`config.mk`:
```
export PLATFORM = sky130hd
export DESIGN_NAME = safe_domain
export DESIGN_NICKNAME = d
export VERILOG_FILES = /design/src/safe_domain_pkg.sv /design/src/pad_sel_if.sv /design/src/safe_domain.sv /design/src/clk_divider.sv /design/src/pad_route.sv /design/src/pad_mux_decode.sv
export VERILOG_INCLUDE_DIRS = /design/src
export SDC_FILE = /design/constraint.sdc
export NUM_CORES = 1
export LEC_CHECK = 0
export BUFFER_PORTS_ARGS = -buffer_cell sky130_fd_sc_hd__buf_2
export CAP_MARGIN = 15
export CORE_AREA = 2 2 89 91
export DETAILED_ROUTE_END_ITERATION = 6
export DIE_AREA = 0 0 91 93
export GPL_TIMING_DRIVEN = 0
export PLACE_DENSITY_LB_ADDON = 0.3
export SETUP_SLACK_MARGIN = 0.02
export SLEW_MARGIN = 40
export SYNTH_ARGS = -nofsm -noshare
export SYNTH_HDL_FRONTEND = slang
export SYNTH_SLANG_ARGS = --single-unit
```
`constraint.sdc`:
```
create_clock -name ref_clk_i -period 2 [get_ports ref_clk_i]
set_input_delay 0.3 -clock ref_clk_i [delete_from_list [all_inputs] [get_ports ref_clk_i]]
set_output_delay 0.3 -clock ref_clk_i [all_outputs]
set_load 0.01 [all_outputs]
```
`src/safe_domain_defs.svh`:
```
// safe domain build constants
// pad count, mux code width and the ratios of the two divided clocks

`ifndef SAFE_DOMAIN_DEFS_SVH
`define SAFE_DOMAIN_DEFS_SVH

// ************************************************************
// pad geometry
// ************************************************************

// number of pads, also the width of every source group
`define N_IO 16

// bits of mux code per pad
// two bits give perio, apbio, fpgaio and off
`define NBIT_PADMUX 2

// ************************************************************
// clock division
// ************************************************************

// slow clock ratio, must be even
`define SLOW_CLK_DIV 8

// efpga clock ratio, must be even
`define EFPGA_CLK_DIV 4

`endif
```
`src/safe_domain_pkg.sv`:
```
// safe domain types
// pad mux code encoding and the per-pad code array from the pad control register

`include "safe_domain_defs.svh"

package safe_domain_pkg;

  // ************************************************************
  // pad mux codes
  // ************************************************************

  // owner of a pad, one code per pad
  typedef enum logic [`NBIT_PADMUX-1:0] {
    // peripheral i/os
    PAD_MUX_PERIO  = 2'd0,
    // bus-mapped i/os
    PAD_MUX_APBIO  = 2'd1,
    // fpga i/os
    PAD_MUX_FPGAIO = 2'd2,
    // pad not driven, input dropped
    PAD_MUX_OFF    = 2'd3
  } pad_mux_e;

  // full pad control word, entry k belongs to pad k
  // 16 pads x 2 bits gives 32 bits
  typedef pad_mux_e [`N_IO-1:0] pad_mux_t;

endpackage

```
`src/pad_sel_if.sv`:
```
// pad select bundle
// one-hot owner selects per pad, from the code decoder to the pad router

`timescale 1ns/10ps

`include "safe_domain_defs.svh"

interface pad_sel_if;

  // bit k of each vector belongs to pad k
  // exactly one of the four is set per pad
  logic [`N_IO-1:0] sel_perio;
  logic [`N_IO-1:0] sel_apbio;
  logic [`N_IO-1:0] sel_fpgaio;
  logic [`N_IO-1:0] sel_off;

  // decoder side
  modport producer (
    output sel_perio,
    output sel_apbio,
    output sel_fpgaio,
    output sel_off
  );

  // router side
  modport consumer (
    input sel_perio,
    input sel_apbio,
    input sel_fpgaio,
    input sel_off
  );

endinterface

```
`src/safe_domain.sv`:
```
// always-on safe domain
// pad multiplexing between perio, apbio and fpgaio groups,
// slow and efpga clock generation and the chip reset register

`timescale 1ns/10ps

`include "safe_domain_defs.svh"

module safe_domain
  import safe_domain_pkg::*;
(
  input  logic             ref_clk_i,
  input  logic             rst_i,
  output logic             slow_clk_o,
  output logic             efpga_clk_o,
  output logic             rst_o,

  // pad control register
  input  pad_mux_t         pad_mux_i,

  // pads
  output logic [`N_IO-1:0] io_out_o,
  input  logic [`N_IO-1:0] io_in_i,
  output logic [`N_IO-1:0] io_oe_o,

  // peripheral i/os
  input  logic [`N_IO-1:0] perio_out_i,
  output logic [`N_IO-1:0] perio_in_o,
  input  logic [`N_IO-1:0] perio_oe_i,

  // bus-mapped i/os
  input  logic [`N_IO-1:0] apbio_out_i,
  output logic [`N_IO-1:0] apbio_in_o,
  input  logic [`N_IO-1:0] apbio_oe_i,

  // fpga i/os
  input  logic [`N_IO-1:0] fpgaio_out_i,
  output logic [`N_IO-1:0] fpgaio_in_o,
  input  logic [`N_IO-1:0] fpgaio_oe_i
);

  // ************************************************************
  // pad multiplexing
  // ************************************************************

  // decoded owner selects, valid whenever the codes are
  pad_sel_if sel_if ();

  pad_mux_decode i_pad_mux_decode (
    .pad_mux_i (pad_mux_i),
    .sel       (sel_if.producer)
  );

  // fully combinational, same cycle as the code change
  pad_route i_pad_route (
    .sel          (sel_if.consumer),
    .io_in_i      (io_in_i),
    .io_out_o     (io_out_o),
    .io_oe_o      (io_oe_o),
    .perio_out_i  (perio_out_i),
    .perio_oe_i   (perio_oe_i),
    .perio_in_o   (perio_in_o),
    .apbio_out_i  (apbio_out_i),
    .apbio_oe_i   (apbio_oe_i),
    .apbio_in_o   (apbio_in_o),
    .fpgaio_out_i (fpgaio_out_i),
    .fpgaio_oe_i  (fpgaio_oe_i),
    .fpgaio_in_o  (fpgaio_in_o)
  );

  // ************************************************************
  // reset and clocks
  // ************************************************************

  // chip reset, rst_i one ref clock later
  always_ff @(posedge ref_clk_i) begin
    if (rst_i) begin
      rst_o <= 1'b1;
    end else begin
      rst_o <= 1'b0;
    end
  end

  // dividers run off the registered reset so they start in step with the chip
  clk_divider #(
    .DIV (`SLOW_CLK_DIV)
  ) i_slow_clk_div (
    .ref_clk_i (ref_clk_i),
    .rst_i     (rst_o),
    .clk_o     (slow_clk_o)
  );

  clk_divider #(
    .DIV (`EFPGA_CLK_DIV)
  ) i_efpga_clk_div (
    .ref_clk_i (ref_clk_i),
    .rst_i     (rst_o),
    .clk_o     (efpga_clk_o)
  );

endmodule

```
`src/clk_divider.sv`:
```
// even integer clock divider
// divides the reference clock by DIV with a 50 % duty cycle

`timescale 1ns/10ps

module clk_divider #(
  // even, at least 2
  parameter int unsigned DIV = 2
) (
  input  logic ref_clk_i,
  input  logic rst_i,
  output logic clk_o
);

  // cycles per half period
  localparam int unsigned HALF = DIV / 2;
  // keep at least one counter bit when DIV is 2
  localparam int unsigned CNT_W = (HALF > 1) ? $clog2(HALF) : 1;
  localparam logic [CNT_W-1:0] CNT_LAST = CNT_W'(HALF - 1);

  logic [CNT_W-1:0] cnt_q;
  logic             clk_q;
  logic             wrap;

  // end of a half period
  assign wrap = (cnt_q == CNT_LAST);

  // ************************************************************
  // half period counter and output toggle
  // ************************************************************

  always_ff @(posedge ref_clk_i) begin
    if (rst_i) begin
      cnt_q <= '0;
      clk_q <= 1'b0;
    end else begin
      if (wrap) begin
        cnt_q <= '0;
        // first toggle HALF cycles after reset release, rising
        clk_q <= ~clk_q;
      end else begin
        cnt_q <= cnt_q + 1'b1;
      end
    end
  end

  // straight from the flop, no glitches
  assign clk_o = clk_q;

endmodule

```
`src/pad_route.sv`:
```
// pad router
// puts the owning group's out/oe on each pad and returns pad inputs to the owner only

`timescale 1ns/10ps

`include "safe_domain_defs.svh"

module pad_route (
  // owner selects from the decoder
  pad_sel_if.consumer      sel,

  // pad side
  input  logic [`N_IO-1:0] io_in_i,
  output logic [`N_IO-1:0] io_out_o,
  output logic [`N_IO-1:0] io_oe_o,

  // peripheral group
  input  logic [`N_IO-1:0] perio_out_i,
  input  logic [`N_IO-1:0] perio_oe_i,
  output logic [`N_IO-1:0] perio_in_o,

  // bus-mapped group
  input  logic [`N_IO-1:0] apbio_out_i,
  input  logic [`N_IO-1:0] apbio_oe_i,
  output logic [`N_IO-1:0] apbio_in_o,

  // fpga group
  input  logic [`N_IO-1:0] fpgaio_out_i,
  input  logic [`N_IO-1:0] fpgaio_oe_i,
  output logic [`N_IO-1:0] fpgaio_in_o
);

  // ************************************************************
  // outbound: group -> pad
  // ************************************************************

  always_comb begin
    io_out_o = '0;
    io_oe_o  = '0;
    for (int k = 0; k < `N_IO; k++) begin
      // select order is {off, fpgaio, apbio, perio}
      case ({sel.sel_off[k], sel.sel_fpgaio[k], sel.sel_apbio[k], sel.sel_perio[k]})
        4'b0001: begin
          io_out_o[k] = perio_out_i[k];
          io_oe_o[k]  = perio_oe_i[k];
        end
        4'b0010: begin
          io_out_o[k] = apbio_out_i[k];
          io_oe_o[k]  = apbio_oe_i[k];
        end
        4'b0100: begin
          io_out_o[k] = fpgaio_out_i[k];
          io_oe_o[k]  = fpgaio_oe_i[k];
        end
        // off pad, out low and not driven
        default: begin
          io_out_o[k] = 1'b0;
          io_oe_o[k]  = 1'b0;
        end
      endcase
    end
  end

  // ************************************************************
  // inbound: pad -> owning group
  // ************************************************************

  // groups that do not own a pad read zero on that bit
  assign perio_in_o  = io_in_i & sel.sel_perio;
  assign apbio_in_o  = io_in_i & sel.sel_apbio;
  assign fpgaio_in_o = io_in_i & sel.sel_fpgaio;

endmodule

```
`src/pad_mux_decode.sv`:
```
// pad mux code decoder
// turns each pad's 2-bit owner code into four one-hot select bits

`timescale 1ns/10ps

`include "safe_domain_defs.svh"

module pad_mux_decode
  import safe_domain_pkg::*;
(
  // codes from the pad control register
  input  pad_mux_t  pad_mux_i,
  // one-hot owner selects
  pad_sel_if.producer sel
);

  // local copies of the select vectors
  logic [`N_IO-1:0] dec_perio;
  logic [`N_IO-1:0] dec_apbio;
  logic [`N_IO-1:0] dec_fpgaio;
  logic [`N_IO-1:0] dec_off;

  // ************************************************************
  // per pad decode
  // ************************************************************

  always_comb begin
    dec_perio  = '0;
    dec_apbio  = '0;
    dec_fpgaio = '0;
    dec_off    = '0;
    for (int k = 0; k < `N_IO; k++) begin
      // two bits, four codes, so the case is full
      case (pad_mux_i[k])
        PAD_MUX_PERIO:  dec_perio[k]  = 1'b1;
        PAD_MUX_APBIO:  dec_apbio[k]  = 1'b1;
        PAD_MUX_FPGAIO: dec_fpgaio[k] = 1'b1;
        PAD_MUX_OFF:    dec_off[k]    = 1'b1;
      endcase
    end
  end

  // to the router
  assign sel.sel_perio  = dec_perio;
  assign sel.sel_apbio  = dec_apbio;
  assign sel.sel_fpgaio = dec_fpgaio;
  assign sel.sel_off    = dec_off;

endmodule

```
### Word level (Yosys, flattened, before mapping)

Cells that the tools add are included.

* muxes and demuxes: 97
* reductions and logical operators: 18
* $add $sub $neg: 2
* bitwise operators: 5
* equal/unequal tests: 97

Operators by type and width (count)
* case mux 1 bit (3 select lines): 32
* equality test 2 bit, second input constant: 33
* two-way mux 1 bit: 65
* equality test 4 x 1 -> 1 bit, second input constant: 16
* equality test 4 x 2 -> 1 bit, second input constant: 16
* equality test 4 x 3 -> 1 bit, second input constant: 16
* AND 16 bit: 3
* equality test 2 x 1 -> 1 bit, second input constant: 16
* zero test 2 bit: 16
* OR reduction 2 bit: 2
* adder 2 x 1 -> 2 bit, second input constant: 1
* inverter 1 bit: 2
* adder 1 bit, second input constant: 1

* bits of input ports: 146
* logic and storage cells: 224
* register bits after elaboration: 6

### Depth between registers and ports, before layout

* word-level depth: 4
* depth in mapped cells: 3
* mapped depth without buffers: 3

### Cells and area by module

Synthesis repeated with hierarchy kept, for this count alone.

* cell total of the unflattened synthesis: 271
* area, all modules: 1999.4 um2

By module, submodules not included
* pad_route: cells an instance 193, area each 1365.1 um2, instances 1
* pad_mux_decode: cells an instance 64, area each 460.4 um2, instances 1
* clk_divider (i_slow_clk_div): cells an instance 8, area each 97.6 um2, instances 1
* clk_divider (i_efpga_clk_div): cells an instance 5, area each 56.3 um2, instances 1
* safe_domain: cells an instance 1, area each 20.0 um2, instances 1

### Least setup slack after synthesis

OpenSTA, ideal clock, no wires.

* path kind: input -> output
* start point: input pad_mux_i[29] in the netlist's numbering
* end point: output io_oe_o[14]
* path slack: 0.924 ns
* cell stages on the path: 3
* arrival: 0.776 ns
* cells stage by stage: buf_4 > mux2i_1 > o22ai_1

* cells in the longest elaborated chain, start to end: 4
* elaborated cells between the ends (all ways): 12

Ends and longest elaborated chain
* start: declaration: RTL line safe_domain.sv:19 `input pad_mux_t pad_mux_i,`
* equality test 2 x 1 -> 1 bit (tied with other cells): RTL line pad_mux_decode.sv:34 `case (pad_mux_i[k])`
* two-way mux 1 bit: RTL line pad_mux_decode.sv:34
* equality test 4 x 3 -> 1 bit (tied with other cells): RTL line pad_route.sv:42 `case ({sel.sel_off[k], sel.sel_fpgaio[k], sel.sel_apbio[k], sel.sel_perio[k]})`
* case mux 1 bit (3 select lines) (*): RTL line pad_route.sv:42
* end: declaration: RTL line safe_domain.sv:24 `` output logic [`N_IO-1:0] io_oe_o, ``

Every way passes the cells marked *; elsewhere a longest branch is shown, timed or not.

### Worst setup path in the final report

* start point: input pad_mux_i[16] in the netlist's numbering
* end point: output io_out_o[8]

* cells in the longest elaborated chain, start to end: 4
* elaborated cells between the ends (all ways): 12

Ends and longest elaborated chain
* equality test 2 x 1 -> 1 bit (tied with other cells): RTL line pad_mux_decode.sv:34
* two-way mux 1 bit: RTL line pad_mux_decode.sv:34
* equality test 4 x 3 -> 1 bit (tied with other cells): RTL line pad_route.sv:42
* case mux 1 bit (3 select lines) (*): RTL line pad_route.sv:42
* end: declaration: RTL line safe_domain.sv:22 `` output logic [`N_IO-1:0] io_out_o, ``

Marks and branches as above.

==> key figures <==
Global route
  – Vias in the first global route: around 1900
  – Total track usage: 0.107
  – Largest net degree at the start of global routing: 8
  – Initial antenna violation count: 0
  – First-pass GRT wire length: 7890 µm
  – Total global routing overflow: 0

Critical path
  – Bufs and invs on worst path: 2
  – Flop-to-flop setup slack: roughly 1.2 ns
  – Crit-path leading delay family: simple AND/OR/NAND/NOR gates
  – RR Endpoint: i_slow_clk_div.clk_o$_SDFFE_PP0N_
  – Worst Path Arrival: 1.03 ns
  – Worst path slowest cell: nor2b_1
  – Critical path's most frequent cell: buf_2
  – Crit path cell chain: buf_2 > nor2b_1 > o2bb2ai_1 > buf_2
  – CP max stage delay: about 0.30 ns
  – Critical path startpoint category: primary input
  – Reg2Reg Launch Point: i_slow_clk_div.cnt_q[0]$_SDFF_PP0_
  – CP Depth: 4
  – Setup CP Type: primary input to primary output
  – CP Data Required Time: ~1.7 ns
  – Worst setup EP type: primary output
  – Worst r2r path cells: 3
  – Max Fanout on Critical Path: 5

Yosys
  – Distinct cells, synth: 16
  – Post-Synthesis Cell Area: between 1000 and 1500 µm²
  – Yosys warnings: 0
  – Synthesized instance count: 150
  – Syn Nets: just under 300
  – #FFs+latches synth: 6
  – Register area share after synthesis: 0.0958
  – Syn Area/Cell: approximately 8.4 µm²

Worst hold path
  – Hold Path Depth: 1
  – Hold Path End: rst_o$_DFF_P_
  – Hold path startpoint: rst_i
  – Worst Hold Class: primary input to register

Drt
  – Post-Route WL: 5010 µm
  – Residual DRC count: 0
  – Vias post-DR: slightly above 2000
  – Detailed Routing Iterations Pass 1: 3
  – Routed Antenna Nets: 0
  – Vias per inst: 4.31
  – Initial DRC Count: 13
  – Routed wire per std cell: slightly above 10 µm

Placed design
  – DP Cell Count: 479
  – Placement Setup Slack: 0.668 ns
  – Dpl hpwl: 4540 µm
  – Gpl congestion: approximately 0.71
  – IO buf count: roughly 230

Clock network
  – Max Root-Sink Buffers: 2
  – Clock transition at the registers of the reported paths: 0.03 ns
  – TritonCTS clock tree: yes
  – CTS Sinks: 6
  – Clk root buf: clkbuf_8
  – Post-CTS setup buffers: 0
  – Post-cts repair resize count: 0
  – Clk_lat worst skew: 0.22 ns
  – Cts hold-fix bufs: 0
  – CTS Buf Count: 3
  – H-Tree Depth: 1

Timing
  – RSZ-0062 raised after global routing: false
  – Clk_skew: ~0.0018 ns
  – Endpoints failing setup: 0
  – Achievable Freq: around 750 MHz
  – Fin crit share: 0.666
  – Final Hold Viols: 0
  – Final Critical Period: 1.33 ns
  – WHS: ~0.18 ns
  – Final setup TNS: 0 ns
  – Pins Over Slew Limit: 0
  – Least-Margin Pin Slew: 0.297 ns
  – Worst setup margin: roughly 0.67 ns
  – Max-slew headroom: 0.802

Layout
  – Final nets: between 500 and 600
  – Most common cell after layout, fill and taps aside: buf_2
  – Layout area overhead: 104%
  – Layout cell share with drive strength beyond 1: 0.608
  – Fin cells: 482
  – # diodes: 0
  – Filler cells: roughly 830
  – Most frequent cells in the layout: 227 x buf_2, 32 x mux2i_1, 30 x o2bb2ai_1

Power
  – Pint: ~520 µW
  – Peak VDD IR: between 0.5 and 0.6 mV
  – Comb power frac: 0.602
  – Static leakage: 0.00154 µW
  – Sequential group share of total power: 0.175
  – Net Switching: ~280 µW
  – Clk pwr share: 0.224
  – Switch share: 0.347
  – Power Total: ~800 µW
  – Power density over the cells: roughly 310 nW/µm²

Floorplanning
  – Top-level I/O count: between 200 and 250
  – Total die area: approximately 8500 µm²
  – Chip width: roughly 91 µm
  – Core box area: roughly 7500 µm²
  – Starting Density: 0.167
  – Core Rows: 32
  – Die height: 93 µm

Run
  – Max-Cap Viols: 0

Outcome
  – Status: complete, no violations
-- cells in the mapped netlist --
cell type | n | share of area
nand2_1 | 7 | 0.021
buf_4 | 1 | 0.0060
nand3b_1 | 1 | 0.0060
dfxtp_1 | 6 | 0.096
nor2_1 | 9 | 0.027
o22ai_1 | 1 | 0.0050
and2_1 | 8 | 0.040
and3b_1 | 18 | 0.13
mux2i_1 | 32 | 0.26
xnor2_1 | 2 | 0.014
nor3_1 | 1 | 0.0040
nor2b_1 | 15 | 0.075
ha_1 | 1 | 0.010
nor3b_1 | 17 | 0.10
o21ai_1 | 1 | 0.0040
o2bb2ai_1 | 30 | 0.21
-- per-layer routing --
| metal | vias to the layer above | track usage | part of all wire |
|---|---|---|---|
| li1 | 1052 | - | - |
| met1 | 892 | 0.108 | 0.35 |
| met2 | 132 | 0.224 | 0.53 |
| met3 | 2 | 0.0314 | 0.12 |
| met4 | 0 | 0.00631 | 0.0032 |
| met5 | - | 0 | 0 |
-- cells by family after synthesis --
family / synth area share
buffers and inverters: 0.00599
flip-flops: 0.0958
XOR/XNOR: 0.0140
multiplexers: 0.255
AND/OR/NAND/NOR: 0.400
adder cells (fa/ha/maj): 0.00998
AO/OA/AOI/OAI: 0.219
-- worst max-delay path by stage --
stage / startpoint / to / slack, ns
global route: pad_mux_i[16] / io_out_o[8] / 0.61
CTS: pad_mux_i[16] / io_out_o[8] / 0.67
floorplan: pad_mux_i[29] / io_oe_o[14] / 0.92
finish: pad_mux_i[16] / io_out_o[8] / 0.67
global placement: pad_mux_i[16] / io_out_o[8] / 0.67
detailed placement: pad_mux_i[16] / io_out_o[8] / 0.67
-- layout make-up --
cell class                 instances  area (µm²)  share of cell area
buffer                             1        7.51             0.00293
clock buffer                       3        41.3              0.0161
multi-input combinational        143        1130               0.440
sequential                         6         120              0.0469
tap                              102         128              0.0499
timing repair buffer             227        1140               0.444
-- power by group through the flow --
stage / Clock (µW) / Sequential [µW] / Combinational, µW
detailed placement: 0 / 141 / 483
finish: 178 / 139 / 479
floorplan: 0 / 142 / 197
global placement: 0 / 140 / 478
global route: 192 / 141 / 532
CTS: 184 / 139 / 485
-- flip-flops by register name (all words and copies together) (netlist names) --
register / count
i_efpga_clk_div.clk_o: 1
i_efpga_clk_div.cnt_q: 1
i_slow_clk_div.clk_o: 1
i_slow_clk_div.cnt_q: 2
rst_o: 1
-- metrics by stage --
step	instance area (µm²)	util
2_1_floorplan	1250	-
3_3_place_gp	2520	0.334
3_5_place_dp	2520	0.334
4_1_cts	2560	0.340
5_1_grt	2560	0.340
6_report	2560	0.340
-- worst register-to-register path, cell delays in order (launching register included) --
cell and delay [ns]:
dfxtp_1 0.30, ha_1 0.23, xnor2_1 0.15, nor2_1 0.05
Note: power is estimated with default switching activity, not from simulation.
